**config.mk**
```make
export PLATFORM = sky130hd
export DESIGN_NAME = dev_fabric_top
export DESIGN_NICKNAME = d
export VERILOG_FILES = /design/src/soc_pkg.sv /design/src/dev_map_pkg.sv /design/src/dev_bus_if.sv /design/src/reset_stretch.sv /design/src/dev_decoder.sv /design/src/axil_rd_bridge.sv /design/src/dev_fabric_top.sv
export SDC_FILE = /design/constraint.sdc
export NUM_CORES = 1
export LEC_CHECK = 0
export ABC_AREA = 1
export BUFFER_PORTS_ARGS = -buffer_cell sky130_fd_sc_hd__buf_2
export CORE_AREA = 2 2 86 88
export DETAILED_ROUTE_END_ITERATION = 10
export DIE_AREA = 0 0 88 90
export HOLD_SLACK_MARGIN = 0.1
export PLACE_DENSITY = 0.78
export SKIP_CTS_REPAIR_TIMING = 1
export SYNTH_ARGS = -nofsm -noshare
export SYNTH_HDL_FRONTEND = slang
export SYNTH_SLANG_ARGS = --single-unit
```
**constraint.sdc**
```tcl
create_clock -name clk -period 2.1 [get_ports clk]
set_clock_uncertainty 0.1 [all_clocks]
set_input_delay 0.42 -clock clk [delete_from_list [all_inputs] [get_ports clk]]
set_output_delay 0.42 -clock clk [all_outputs]
set_load 0.01 [all_outputs]
```
**src/soc_pkg.sv**
```systemverilog
package soc_pkg;

    // ------------------------------------------------
    // device bus geometry
    // ------------------------------------------------
    localparam int XLEN_DEF    = 32; // data and address width of the i/o bus
    localparam int AXIL_ADDR_W = 7;  // register space of the sd-card spi controller

    // ------------------------------------------------
    // reset sequencing
    // ------------------------------------------------
    // core stays in reset this many cycles after rst drops
    // so that all pipeline registers settle
    localparam int RST_HOLD_DEF = 8;

    // ------------------------------------------------
    // bus word types
    // ------------------------------------------------
    typedef logic [XLEN_DEF-1:0]   dev_word_t; // one bus word
    typedef logic [XLEN_DEF/8-1:0] dev_be_t;   // one enable per byte lane

endpackage

```
**src/dev_map_pkg.sv**
```systemverilog
package dev_map_pkg;

    // ------------------------------------------------
    // device address map
    // ------------------------------------------------
    // decode looks only at the top address byte
    //   0xC000_0000 .. 0xC0FF_FFFF  uart
    //   0xC200_0000 .. 0xC2FF_FFFF  sd-card spi
    localparam int PAGE_W = 8;

    localparam logic [PAGE_W-1:0] UART_PAGE = 8'hC0; // uart page
    localparam logic [PAGE_W-1:0] SPI_PAGE  = 8'hC2; // spi page

    // ------------------------------------------------
    // decoded region
    // ------------------------------------------------
    typedef enum logic [1:0] {
        DEV_NONE, // unmapped, nobody answers
        DEV_UART, // combinational uart path
        DEV_SPI   // axi-lite read bridge
    } dev_region_e;

endpackage

```
**src/dev_bus_if.sv**
```systemverilog
`timescale 1ns/100ps

// one device's slice of the core i/o bus
interface dev_bus_if;
    import soc_pkg::*;

    logic      strobe; // one-cycle request, already region qualified
    dev_word_t addr;   // full byte address
    logic      we;     // write flag
    dev_word_t rdata;  // read word, valid with ready
    logic      ready;  // one-cycle pulse, ends the access

    // decoder side
    modport host (
        output strobe,
        output addr,
        output we,
        input  rdata,
        input  ready
    );

    // peripheral side
    modport target (
        input  strobe,
        input  addr,
        input  we,
        output rdata,
        output ready
    );

endinterface

```
**src/reset_stretch.sv**
```systemverilog
`timescale 1ns/100ps

module reset_stretch #(
    parameter int RST_HOLD = soc_pkg::RST_HOLD_DEF
) (
    input  logic clk,
    input  logic rst,
    output logic core_rst_o
);

    // at least one bit even for a zero hold
    localparam int CNT_W = $clog2(RST_HOLD + 2);

    logic [CNT_W-1:0] hold_cnt; // cycles left until the core is released

    // ------------------------------------------------
    // hold counter
    // ------------------------------------------------
    always_ff @(posedge clk)
    begin
        if (rst)
            hold_cnt <= CNT_W'(RST_HOLD);     // reload while system reset is on
        else if (hold_cnt != '0)
            hold_cnt <= hold_cnt - 1'b1;      // count down, stick at zero
    end

    // registered core reset
    always_ff @(posedge clk)
    begin
        core_rst_o <= rst | (hold_cnt != '0);
    end

    // core never leaves reset in the cycle right after a system reset
    a_rst_follows: assert property (@(posedge clk) rst |=> core_rst_o)
        else $error("core reset low right after system reset");

endmodule

```
**src/dev_decoder.sv**
```systemverilog
`timescale 1ns/100ps

module dev_decoder #(
    parameter int XLEN = soc_pkg::XLEN_DEF
) (
    input  logic               clk,
    input  logic               rst,

    // core side
    input  logic               dev_strobe_i,
    input  soc_pkg::dev_word_t dev_addr_i,
    input  logic               dev_we_i,
    input  soc_pkg::dev_be_t   dev_be_i,
    input  soc_pkg::dev_word_t dev_wdata_i,
    output soc_pkg::dev_word_t dev_rdata_o,
    output logic               dev_ready_o,

    // uart side
    output logic               uart_en_o,
    output logic [1:0]         uart_addr_o,
    output logic               uart_we_o,
    output soc_pkg::dev_be_t   uart_be_o,
    output soc_pkg::dev_word_t uart_wdata_o,
    input  soc_pkg::dev_word_t uart_rdata_i,
    input  logic               uart_ready_i,

    // spi side
    dev_bus_if.host            spi
);
    import dev_map_pkg::*;

    logic [PAGE_W-1:0] page;   // top address byte
    dev_region_e       region; // decoded target

    // ------------------------------------------------
    // region decode
    // ------------------------------------------------
    assign page = dev_addr_i[XLEN-1 -: PAGE_W];

    always_comb
    begin
        case (page)
            UART_PAGE: region = DEV_UART;
            SPI_PAGE:  region = DEV_SPI;
            default:   region = DEV_NONE;
        endcase
    end

    // ------------------------------------------------
    // request fan-out
    // ------------------------------------------------
    assign uart_en_o    = dev_strobe_i & (region == DEV_UART);
    assign uart_addr_o  = dev_addr_i[3:2]; // word select inside the uart
    assign uart_we_o    = dev_we_i;
    assign uart_be_o    = dev_be_i;
    assign uart_wdata_o = dev_wdata_i;

    assign spi.strobe = dev_strobe_i & (region == DEV_SPI);
    assign spi.addr   = dev_addr_i;   // bridge picks its own low bits
    assign spi.we     = dev_we_i;

    // ------------------------------------------------
    // response mux
    // ------------------------------------------------
    // ready is a single bit, unmapped reads give zero
    always_comb
    begin
        case (region)
            DEV_UART:
            begin
                dev_rdata_o = uart_rdata_i;
                dev_ready_o = uart_ready_i;
            end
            DEV_SPI:
            begin
                dev_rdata_o = spi.rdata;
                dev_ready_o = spi.ready;
            end
            default:
            begin
                dev_rdata_o = '0;
                dev_ready_o = 1'b0;
            end
        endcase
    end

    // an unmapped access never completes
    a_no_ready_unmapped: assert property (@(posedge clk) disable iff (rst)
        $rose(dev_ready_o) |-> (region != DEV_NONE))
        else $error("ready pulse on unmapped address %h", dev_addr_i);

endmodule

```
**src/axil_rd_bridge.sv**
```systemverilog
`timescale 1ns/100ps

module axil_rd_bridge #(
    parameter int XLEN        = soc_pkg::XLEN_DEF,
    parameter int AXIL_ADDR_W = soc_pkg::AXIL_ADDR_W
) (
    input  logic                   clk,
    input  logic                   rst,

    // device bus from the decoder
    dev_bus_if.target              dev,

    // axi-lite read channels toward the spi controller
    output logic [AXIL_ADDR_W-1:0] m_araddr_o,
    output logic                   m_arvalid_o,
    output logic                   m_rready_o,
    input  logic                   m_arready_i,
    input  logic                   m_rvalid_i,
    input  soc_pkg::dev_word_t     m_rdata_i
);
    import dev_map_pkg::*;

    typedef enum logic [1:0] {
        ST_IDLE, // waiting for a read strobe
        ST_ADDR, // ar phase, arvalid up
        ST_DATA, // r phase, waiting for rvalid
        ST_DONE  // ready pulse to the core
    } state_e;

    localparam dev_region_e OWN_REGION = DEV_SPI; // region served here

    state_e          state;
    state_e          state_nx;
    logic [XLEN-1:0] rdata_q; // last word seen on the r channel
    logic            rd_req;  // read request this cycle
    logic            ar_beat; // address handshake
    logic            r_beat;  // data handshake

    assign rd_req  = dev.strobe & ~dev.we;
    assign ar_beat = m_arvalid_o & m_arready_i;
    assign r_beat  = m_rvalid_i & m_rready_o;

    // ------------------------------------------------
    // sequencer
    // ------------------------------------------------
    always_comb
    begin
        state_nx = state;
        case (state)
            ST_IDLE:
                if (rd_req)
                    state_nx = ST_ADDR;
            ST_ADDR:
                if (ar_beat)
                    state_nx = ST_DATA;
            ST_DATA:
                if (r_beat)
                    state_nx = ST_DONE;
            ST_DONE:
                state_nx = ST_IDLE;    // ready lasts one cycle
            default:
                state_nx = ST_IDLE;
        endcase
    end

    always_ff @(posedge clk)
    begin
        if (rst)
            state <= ST_IDLE;
        else
            state <= state_nx;
    end

    // ------------------------------------------------
    // read address channel
    // ------------------------------------------------
    always_ff @(posedge clk)
    begin
        if (rst)
            m_arvalid_o <= 1'b0;
        else if (state == ST_IDLE && rd_req)
            m_arvalid_o <= 1'b1;       // up the cycle after the strobe
        else if (ar_beat)
            m_arvalid_o <= 1'b0;       // drop once the slave took it
    end

    // address latched once per read, stable through the ar phase
    always_ff @(posedge clk)
    begin
        if (state == ST_IDLE && rd_req)
            m_araddr_o <= dev.addr[AXIL_ADDR_W-1:0];
    end

    // ------------------------------------------------
    // read data channel
    // ------------------------------------------------
    // one-cycle rready right after rvalid shows up
    always_ff @(posedge clk)
    begin
        if (rst)
            m_rready_o <= 1'b0;
        else if (state == ST_DATA && m_rvalid_i && !m_rready_o)
            m_rready_o <= 1'b1;
        else
            m_rready_o <= 1'b0;
    end

    always_ff @(posedge clk)
    begin
        if (rst)
            rdata_q <= '0;
        else if (m_rvalid_i)
            rdata_q <= m_rdata_i;      // keep until the next rvalid
    end

    assign dev.rdata = rdata_q;
    assign dev.ready = (state == ST_DONE);

    // ------------------------------------------------
    // checks
    // ------------------------------------------------
    a_no_write: assert property (@(posedge clk) disable iff (rst)
        dev.strobe |-> !dev.we)
        else $error("write to %s region is unsupported", OWN_REGION.name());

    // host waits for ready before the next strobe
    a_one_outstanding: assert property (@(posedge clk) disable iff (rst)
        dev.strobe |-> (state == ST_IDLE))
        else $error("strobe while a read is still in flight");

    a_ar_stable: assert property (@(posedge clk) disable iff (rst)
        (m_arvalid_o && !m_arready_i) |=> (m_arvalid_o && $stable(m_araddr_o)))
        else $error("arvalid dropped or araddr changed before arready");

endmodule

```
**src/dev_fabric_top.sv**
```systemverilog
`timescale 1ns/100ps

module dev_fabric_top #(
    parameter int XLEN        = soc_pkg::XLEN_DEF,
    parameter int AXIL_ADDR_W = soc_pkg::AXIL_ADDR_W,
    parameter int RST_HOLD    = soc_pkg::RST_HOLD_DEF
) (
    input  logic                   clk,
    input  logic                   rst,
    output logic                   core_rst_o,   // stretched reset to the core

    // core i/o bus
    input  logic                   dev_strobe_i,
    input  logic [XLEN-1:0]        dev_addr_i,
    input  logic                   dev_we_i,
    input  logic [XLEN/8-1:0]      dev_be_i,
    input  logic [XLEN-1:0]        dev_wdata_i,
    output logic [XLEN-1:0]        dev_rdata_o,
    output logic                   dev_ready_o,

    // uart register port
    output logic                   uart_en_o,
    output logic [1:0]             uart_addr_o,
    output logic                   uart_we_o,
    output logic [XLEN/8-1:0]      uart_be_o,
    output logic [XLEN-1:0]        uart_wdata_o,
    input  logic [XLEN-1:0]        uart_rdata_i,
    input  logic                   uart_ready_i,

    // axi-lite read master to the sd-card spi controller
    output logic [AXIL_ADDR_W-1:0] m_araddr_o,
    output logic                   m_arvalid_o,
    output logic                   m_rready_o,
    input  logic                   m_arready_i,
    input  logic                   m_rvalid_i,
    input  logic [XLEN-1:0]        m_rdata_i
);

    dev_bus_if spi_bus (); // decoder to bridge

    // ------------------------------------------------
    // reset stretcher
    // ------------------------------------------------
    reset_stretch #(
        .RST_HOLD   (RST_HOLD)
    ) u_reset_stretch (
        .clk        (clk),
        .rst        (rst),
        .core_rst_o (core_rst_o)
    );

    // ------------------------------------------------
    // address decoder
    // ------------------------------------------------
    // decoder and bridge leave reset with the core
    dev_decoder #(
        .XLEN         (XLEN)
    ) u_dev_decoder (
        .clk          (clk),
        .rst          (core_rst_o),
        .dev_strobe_i (dev_strobe_i),
        .dev_addr_i   (dev_addr_i),
        .dev_we_i     (dev_we_i),
        .dev_be_i     (dev_be_i),
        .dev_wdata_i  (dev_wdata_i),
        .dev_rdata_o  (dev_rdata_o),
        .dev_ready_o  (dev_ready_o),
        .uart_en_o    (uart_en_o),
        .uart_addr_o  (uart_addr_o),
        .uart_we_o    (uart_we_o),
        .uart_be_o    (uart_be_o),
        .uart_wdata_o (uart_wdata_o),
        .uart_rdata_i (uart_rdata_i),
        .uart_ready_i (uart_ready_i),
        .spi          (spi_bus.host)
    );

    // ------------------------------------------------
    // spi read bridge
    // ------------------------------------------------
    axil_rd_bridge #(
        .XLEN        (XLEN),
        .AXIL_ADDR_W (AXIL_ADDR_W)
    ) u_axil_rd_bridge (
        .clk         (clk),
        .rst         (core_rst_o),
        .dev         (spi_bus.target),
        .m_araddr_o  (m_araddr_o),
        .m_arvalid_o (m_arvalid_o),
        .m_rready_o  (m_rready_o),
        .m_arready_i (m_arready_i),
        .m_rvalid_i  (m_rvalid_i),
        .m_rdata_i   (m_rdata_i)
    );

endmodule

```
# After elaboration in Yosys (flattened, before gate mapping)
# Cells that the tools add are included.
# word_totals
register_bits	48
in_bits	139
output_inout_bits	83
elab_cells	43
# op_classes
addsub	1
n_eq_ne	10
mux	10
n_bitwise	7
n_reduce_logical	8
# ops
cell	count
32-bit one-hot mux with 2 select lines	1
8-bit == test (second input constant)	2
2-bit one-hot mux with 4 select lines	1
2-bit == test (second input constant)	3
2-bit two-way mux	3
2-bit by 1-bit inequality test with 1-bit output (second input constant)	3
1-bit AND	5
2-bit by 1-bit == test with 1-bit output (second input constant)	2
2-bit one-hot mux with 2 select lines	1
4-bit nonzero test	1
4-bit by 1-bit subtractor with 4-bit output (second input constant)	1
1-bit logical AND	3
1-bit two-way mux	3
3-bit AND reduction	1
2-bit logical NOT	1
1-bit one-hot mux with 2 select lines	1
2-bit nonzero test	1
1-bit logical NOT	1
1-bit NOT	1
1-bit OR	1

# Longest topological paths before layout
# logic_depth
depth_word	7
ltp_mapped	13

# Cells and area by module
# Synthesis repeated with hierarchy kept, for this count alone.
# hier_totals
hier_cells	429
area_unflattened_um2	3150.5
# by_module_without_submodules
mod	n_inst	cells_per_inst	area_per_inst_um2	seq_area_each_um2
axil_rd_bridge	1	184	1562.7	930.9
dev_decoder	1	215	1347.5	0.0
reset_stretch	1	30	240.2	100.1

# Least setup slack after synthesis
# OpenSTA, ideal clock, no wires.
# synth_path
path_type	input-to-output
startpoint	input port dev_addr_i[24]
endpoint	output port dev_rdata_o[0]
t_arrival_ns	1.533
required_ns	1.580
setup_slack_ns	0.047
path_stages	6
path_buffers	2
path_cell_list	nor3_1 > nand3_1 > ha_1 > clkbuf_1 > buf_2 > a21oi_1
# synth_between
elab_chain_cells	4
# synth_rtl
element	line_no	text
from (decl)	dev_fabric_top.sv:14	input logic [XLEN-1:0] dev_addr_i,
8-bit == test	dev_decoder.sv:42	case (page)
2-bit one-hot mux with 2 select lines (*)	dev_decoder.sv:42	
2-bit == test or 2-bit by 1-bit == test with 1-bit output (tied branches)	dev_decoder.sv:68	case (region)
32-bit one-hot mux with 2 select lines (*)	dev_decoder.sv:68	
to (decl)	dev_fabric_top.sv:18	output logic [XLEN-1:0] dev_rdata_o,
# Every way passes the cells marked *; elsewhere a longest branch is shown, timed or not.

# Final worst setup path
# layout_path
startpoint	input port dev_addr_i[29]
endpoint	output port dev_ready_o
# layout_between
elab_chain_cells	4
# layout_rtl
element	line_no	text
8-bit == test	dev_decoder.sv:42	
2-bit one-hot mux with 2 select lines (*)	dev_decoder.sv:42	
2-bit == test or 2-bit by 1-bit == test with 1-bit output (tied branches)	dev_decoder.sv:68	
1-bit one-hot mux with 2 select lines (*)	dev_decoder.sv:68	
to (decl)	dev_fabric_top.sv:19	output logic dev_ready_o,
# Marks and branches as above.

==> results.py <==
metrics = {
    "global_routing": {
        "grt_use_total_pct": 15.8,
        "grt_pass1_vias": 2276,
        "grt_first_pass_wirelength_um": 10100,
        "antenna_found_initial": 0,
        "grt_max_degree": 35,
        "grt_remaining_overflow": 0,
    },
    "sta": {
        "rsz0062_at_grt": "true",
        "fin_crit_ns": 2.22,
        "slew_headroom_pct": 68.3,
        "worstMarginPinSlew_ns": 0.475,
        "worst_slack_ns": -0.120,
        "finalSetupTns_ns": -2.71,
        "fmax_mhz": 450,
        "setup_violations": 34,
        "final_hold_viol_count": 0,
        "fin_crit_sh_pct": 106,
        "slew_viol_final": 0,
    },
    "placement": {
        "dp_hpwl_um": 4940,
        "port_buffers": 132,
        "place.gp.congestion": 0.733,
    },
    "floorplanning": {
        "start_util_pct": 37.4,
        "die_w_um": 88,
        "die_h_um": 90,
        "rows": 31,
        "ioPinCount": 222,
        "core_um2": 7020,
        "die_area_um2": 7920,
    },
    "yosys": {
        "postSynth.asyncResetShare_pct": 0,
        "synth_area_um2": 2630,
        "yosysTopAreaCellShare_pct": 31.3,
        "synth_fp_nets": 519,
        "netlist_instances": 372,
        "synth_most_common_cell": "nand2_1",
        "ys_warn_count": 0,
        "ys_top_cells_by_area": "dfxtp_1, buf_4, nand2_1",
        "ys_seq_area_share_pct": 39.3,
        "yosysTopAreaCell": "dfxtp_1",
        "synth_edf_count": 7,
        "synth-seq-cells": 48,
        "synth_ff_type": "dfxtp_1",
        "yosys-top-cells-count": "nand2_1, nor2_1, dfxtp_1",
        "synth.avg_cell_area_um2": 7.06,
        "ys_types": 22,
    },
    "layout": {
        "layout.nets": 614,
        "layout-drive-gt1-share_pct": 43.8,
        "area_growth_pct": 37.7,
        "insertedDiodeCount": 0,
    },
    "cts": {
        "clock_latency_ns": 0.30,
        "cts_made_buffers": 5,
        "ctsLongestPathBuffers": 2,
        "path_clk_slew_ns": 0.08,
        "clock_sinks": 48,
        "cts-root-buf": "clkbuf_8",
        "cts_tree": "yes",
        "htree_num_levels": 2,
    },
    "worst_setup_path": {
        "required_ns": 1.58,
        "crit_path_end_kind": "output port",
        "start_kind": "input pin",
        "critical_path_class": "in2out",
        "crit_arrival_ns": 1.70,
        "crit_fanout": 11,
    },
    "power": {
        "peakVddDrop_v": 0.000382,
        "switching_share_pct": 26.6,
        "total_power_uw": 2070,
        "pwr-share-seq_pct": 51.1,
        "p_switching_uw": 548,
        "p_leak_uw": 0.00166,
        "pwr-share-clk_pct": 32.0,
        "cell_internal_pwr_uw": 1520,
        "pwr_density_cell_nw_per_um2": 572,
        "power_frac_comb_pct": 16.9,
    },
    "status": {
        "outcome": "finished, violations left",
        "violations": "setup timing",
    },
    "route": {
        "drt-initial-drc-count": 100,
        "viasPerCell": 4.70,
        "wirelength_um": 7450,
        "drtAntennaViolNets": 0,
        "wl_per_cell_um": 13.1,
        "drc_errors": 0,
        "vias": 2666,
        "dr.pass1.iters": 5,
    },
    "job": {
        "max_cap_viol_count": 0,
    },
    "min_path": {
        "hold_class": "in2reg",
    },
}
[power by group through the flow]
stage / combinational, uW / sequential [uW] / clock (uW)
2_1_floorplan: 275 / 1070 / 0
3_3_place_gp: 313 / 1070 / 0
3_5_place_dp: 331 / 1080 / 0
4_1_cts: 333 / 1050 / 678
5_1_grt: 403 / 1070 / 708
6_report: 349 / 1060 / 660
[state kept, by name, summed over array words and instances, names as in the netlist]
name / cells
u_axil_rd_bridge.dev.rdata: 32
u_axil_rd_bridge.m_araddr_o: 7
u_reset_stretch.hold_cnt: 4
u_axil_rd_bridge.state: 2
u_axil_rd_bridge.m_arvalid_o: 1
u_axil_rd_bridge.m_rready_o: 1
u_reset_stretch.core_rst_o: 1
[per-layer routing]
layer	track usage [%]	part of all wire, %
met4	4.87	1.5
met3	3.67	7.9
met1	17.4	39
met2	29.2	52
met5	0	0
[placed cells by master (no fill, tap or decap), types with 2 or more instances in the layout]
| cell type | instances |
|---|---|
| buf_6 | 4 |
| buf_12 | 5 |
| ha_1 | 6 |
| buf_2 | 130 |
| nand2_1 | 60 |
| a21oi_2 | 18 |
| nor2_2 | 2 |
| nand3_1 | 4 |
| buf_4 | 3 |
| inv_2 | 3 |
| nand2_2 | 12 |
| ha_4 | 2 |
| inv_1 | 16 |
| clkbuf_8 | 5 |
| clkbuf_16 | 5 |
| nand2_4 | 9 |
| nand3_2 | 2 |
| o21ai_0 | 33 |
| a21oi_1 | 17 |
| edfxtp_1 | 7 |
| dfxtp_1 | 41 |
| o21ai_1 | 3 |
| nor2_1 | 72 |
[critical path, stage by stage]
cell,delay [ns]
buf_6,0.09
nor2_4,0.09
nand3_2,0.07
nor2_1,0.09
nand2_1,0.09
inv_2,0.08
ha_4,0.23
clkbuf_16,0.19
nand2_1,0.05
a21oi_1,0.14
buf_2,0.15
[per-stage QoR]
| step | setup WS, ns | hold WS, ns | instances | utilization (%) | instance area, um2 |
|---|---|---|---|---|---|
| final | -0.120 | 0.193 | 567 | 51.5 | 3610 |
| after floorplan | 0.0469 | 0.348 | 372 | - | 2630 |
| after global placement | -0.193 | 0.345 | 552 | 44.0 | 3090 |
| after detailed placement | -0.214 | 0.356 | 552 | 44.0 | 3090 |
| after global routing | -0.190 | 0.175 | 567 | 51.5 | 3610 |
| after CTS | -0.216 | 0.182 | 560 | 45.5 | 3190 |
[area by class of cell]
cell class,count,area [um2]
inverters,19,71.3
repair buffers,148,958
fillers,687,3410
clock buffers,6,72.6
flip-flops and latches,48,1030
clock inverters,2,35.0
well taps,99,124
multi-input cells,245,1320
[path summary, 6_finish.rpt]
check	start	endpoint	slack (ns)	depth (start not counted)
setup / recovery	dev_addr_i[29]	dev_ready_o	-0.12	11
hold / removal	dev_addr_i[4]	u_axil_rd_bridge.m_araddr_o[4]	0.19	1
setup reg to reg	u_axil_rd_bridge.state[0]	u_axil_rd_bridge.m_araddr_o[6]	0.72	4
hold reg to reg	u_axil_rd_bridge.m_rready_o	u_axil_rd_bridge.m_rready_o	0.36	1
[kinds of logic after synthesis]
group	after synthesis	share of synthesized area, %
AND/OR/NAND/NOR	164	24.3
buffers and inverters	79	18.5
AO/OA/AOI/OAI	72	13.8
flip-flops	48	39.3
adder cells (fa/ha/maj)	8	3.81
XOR/XNOR	1	0.334
Note: power is estimated with default switching activity, not from simulation.
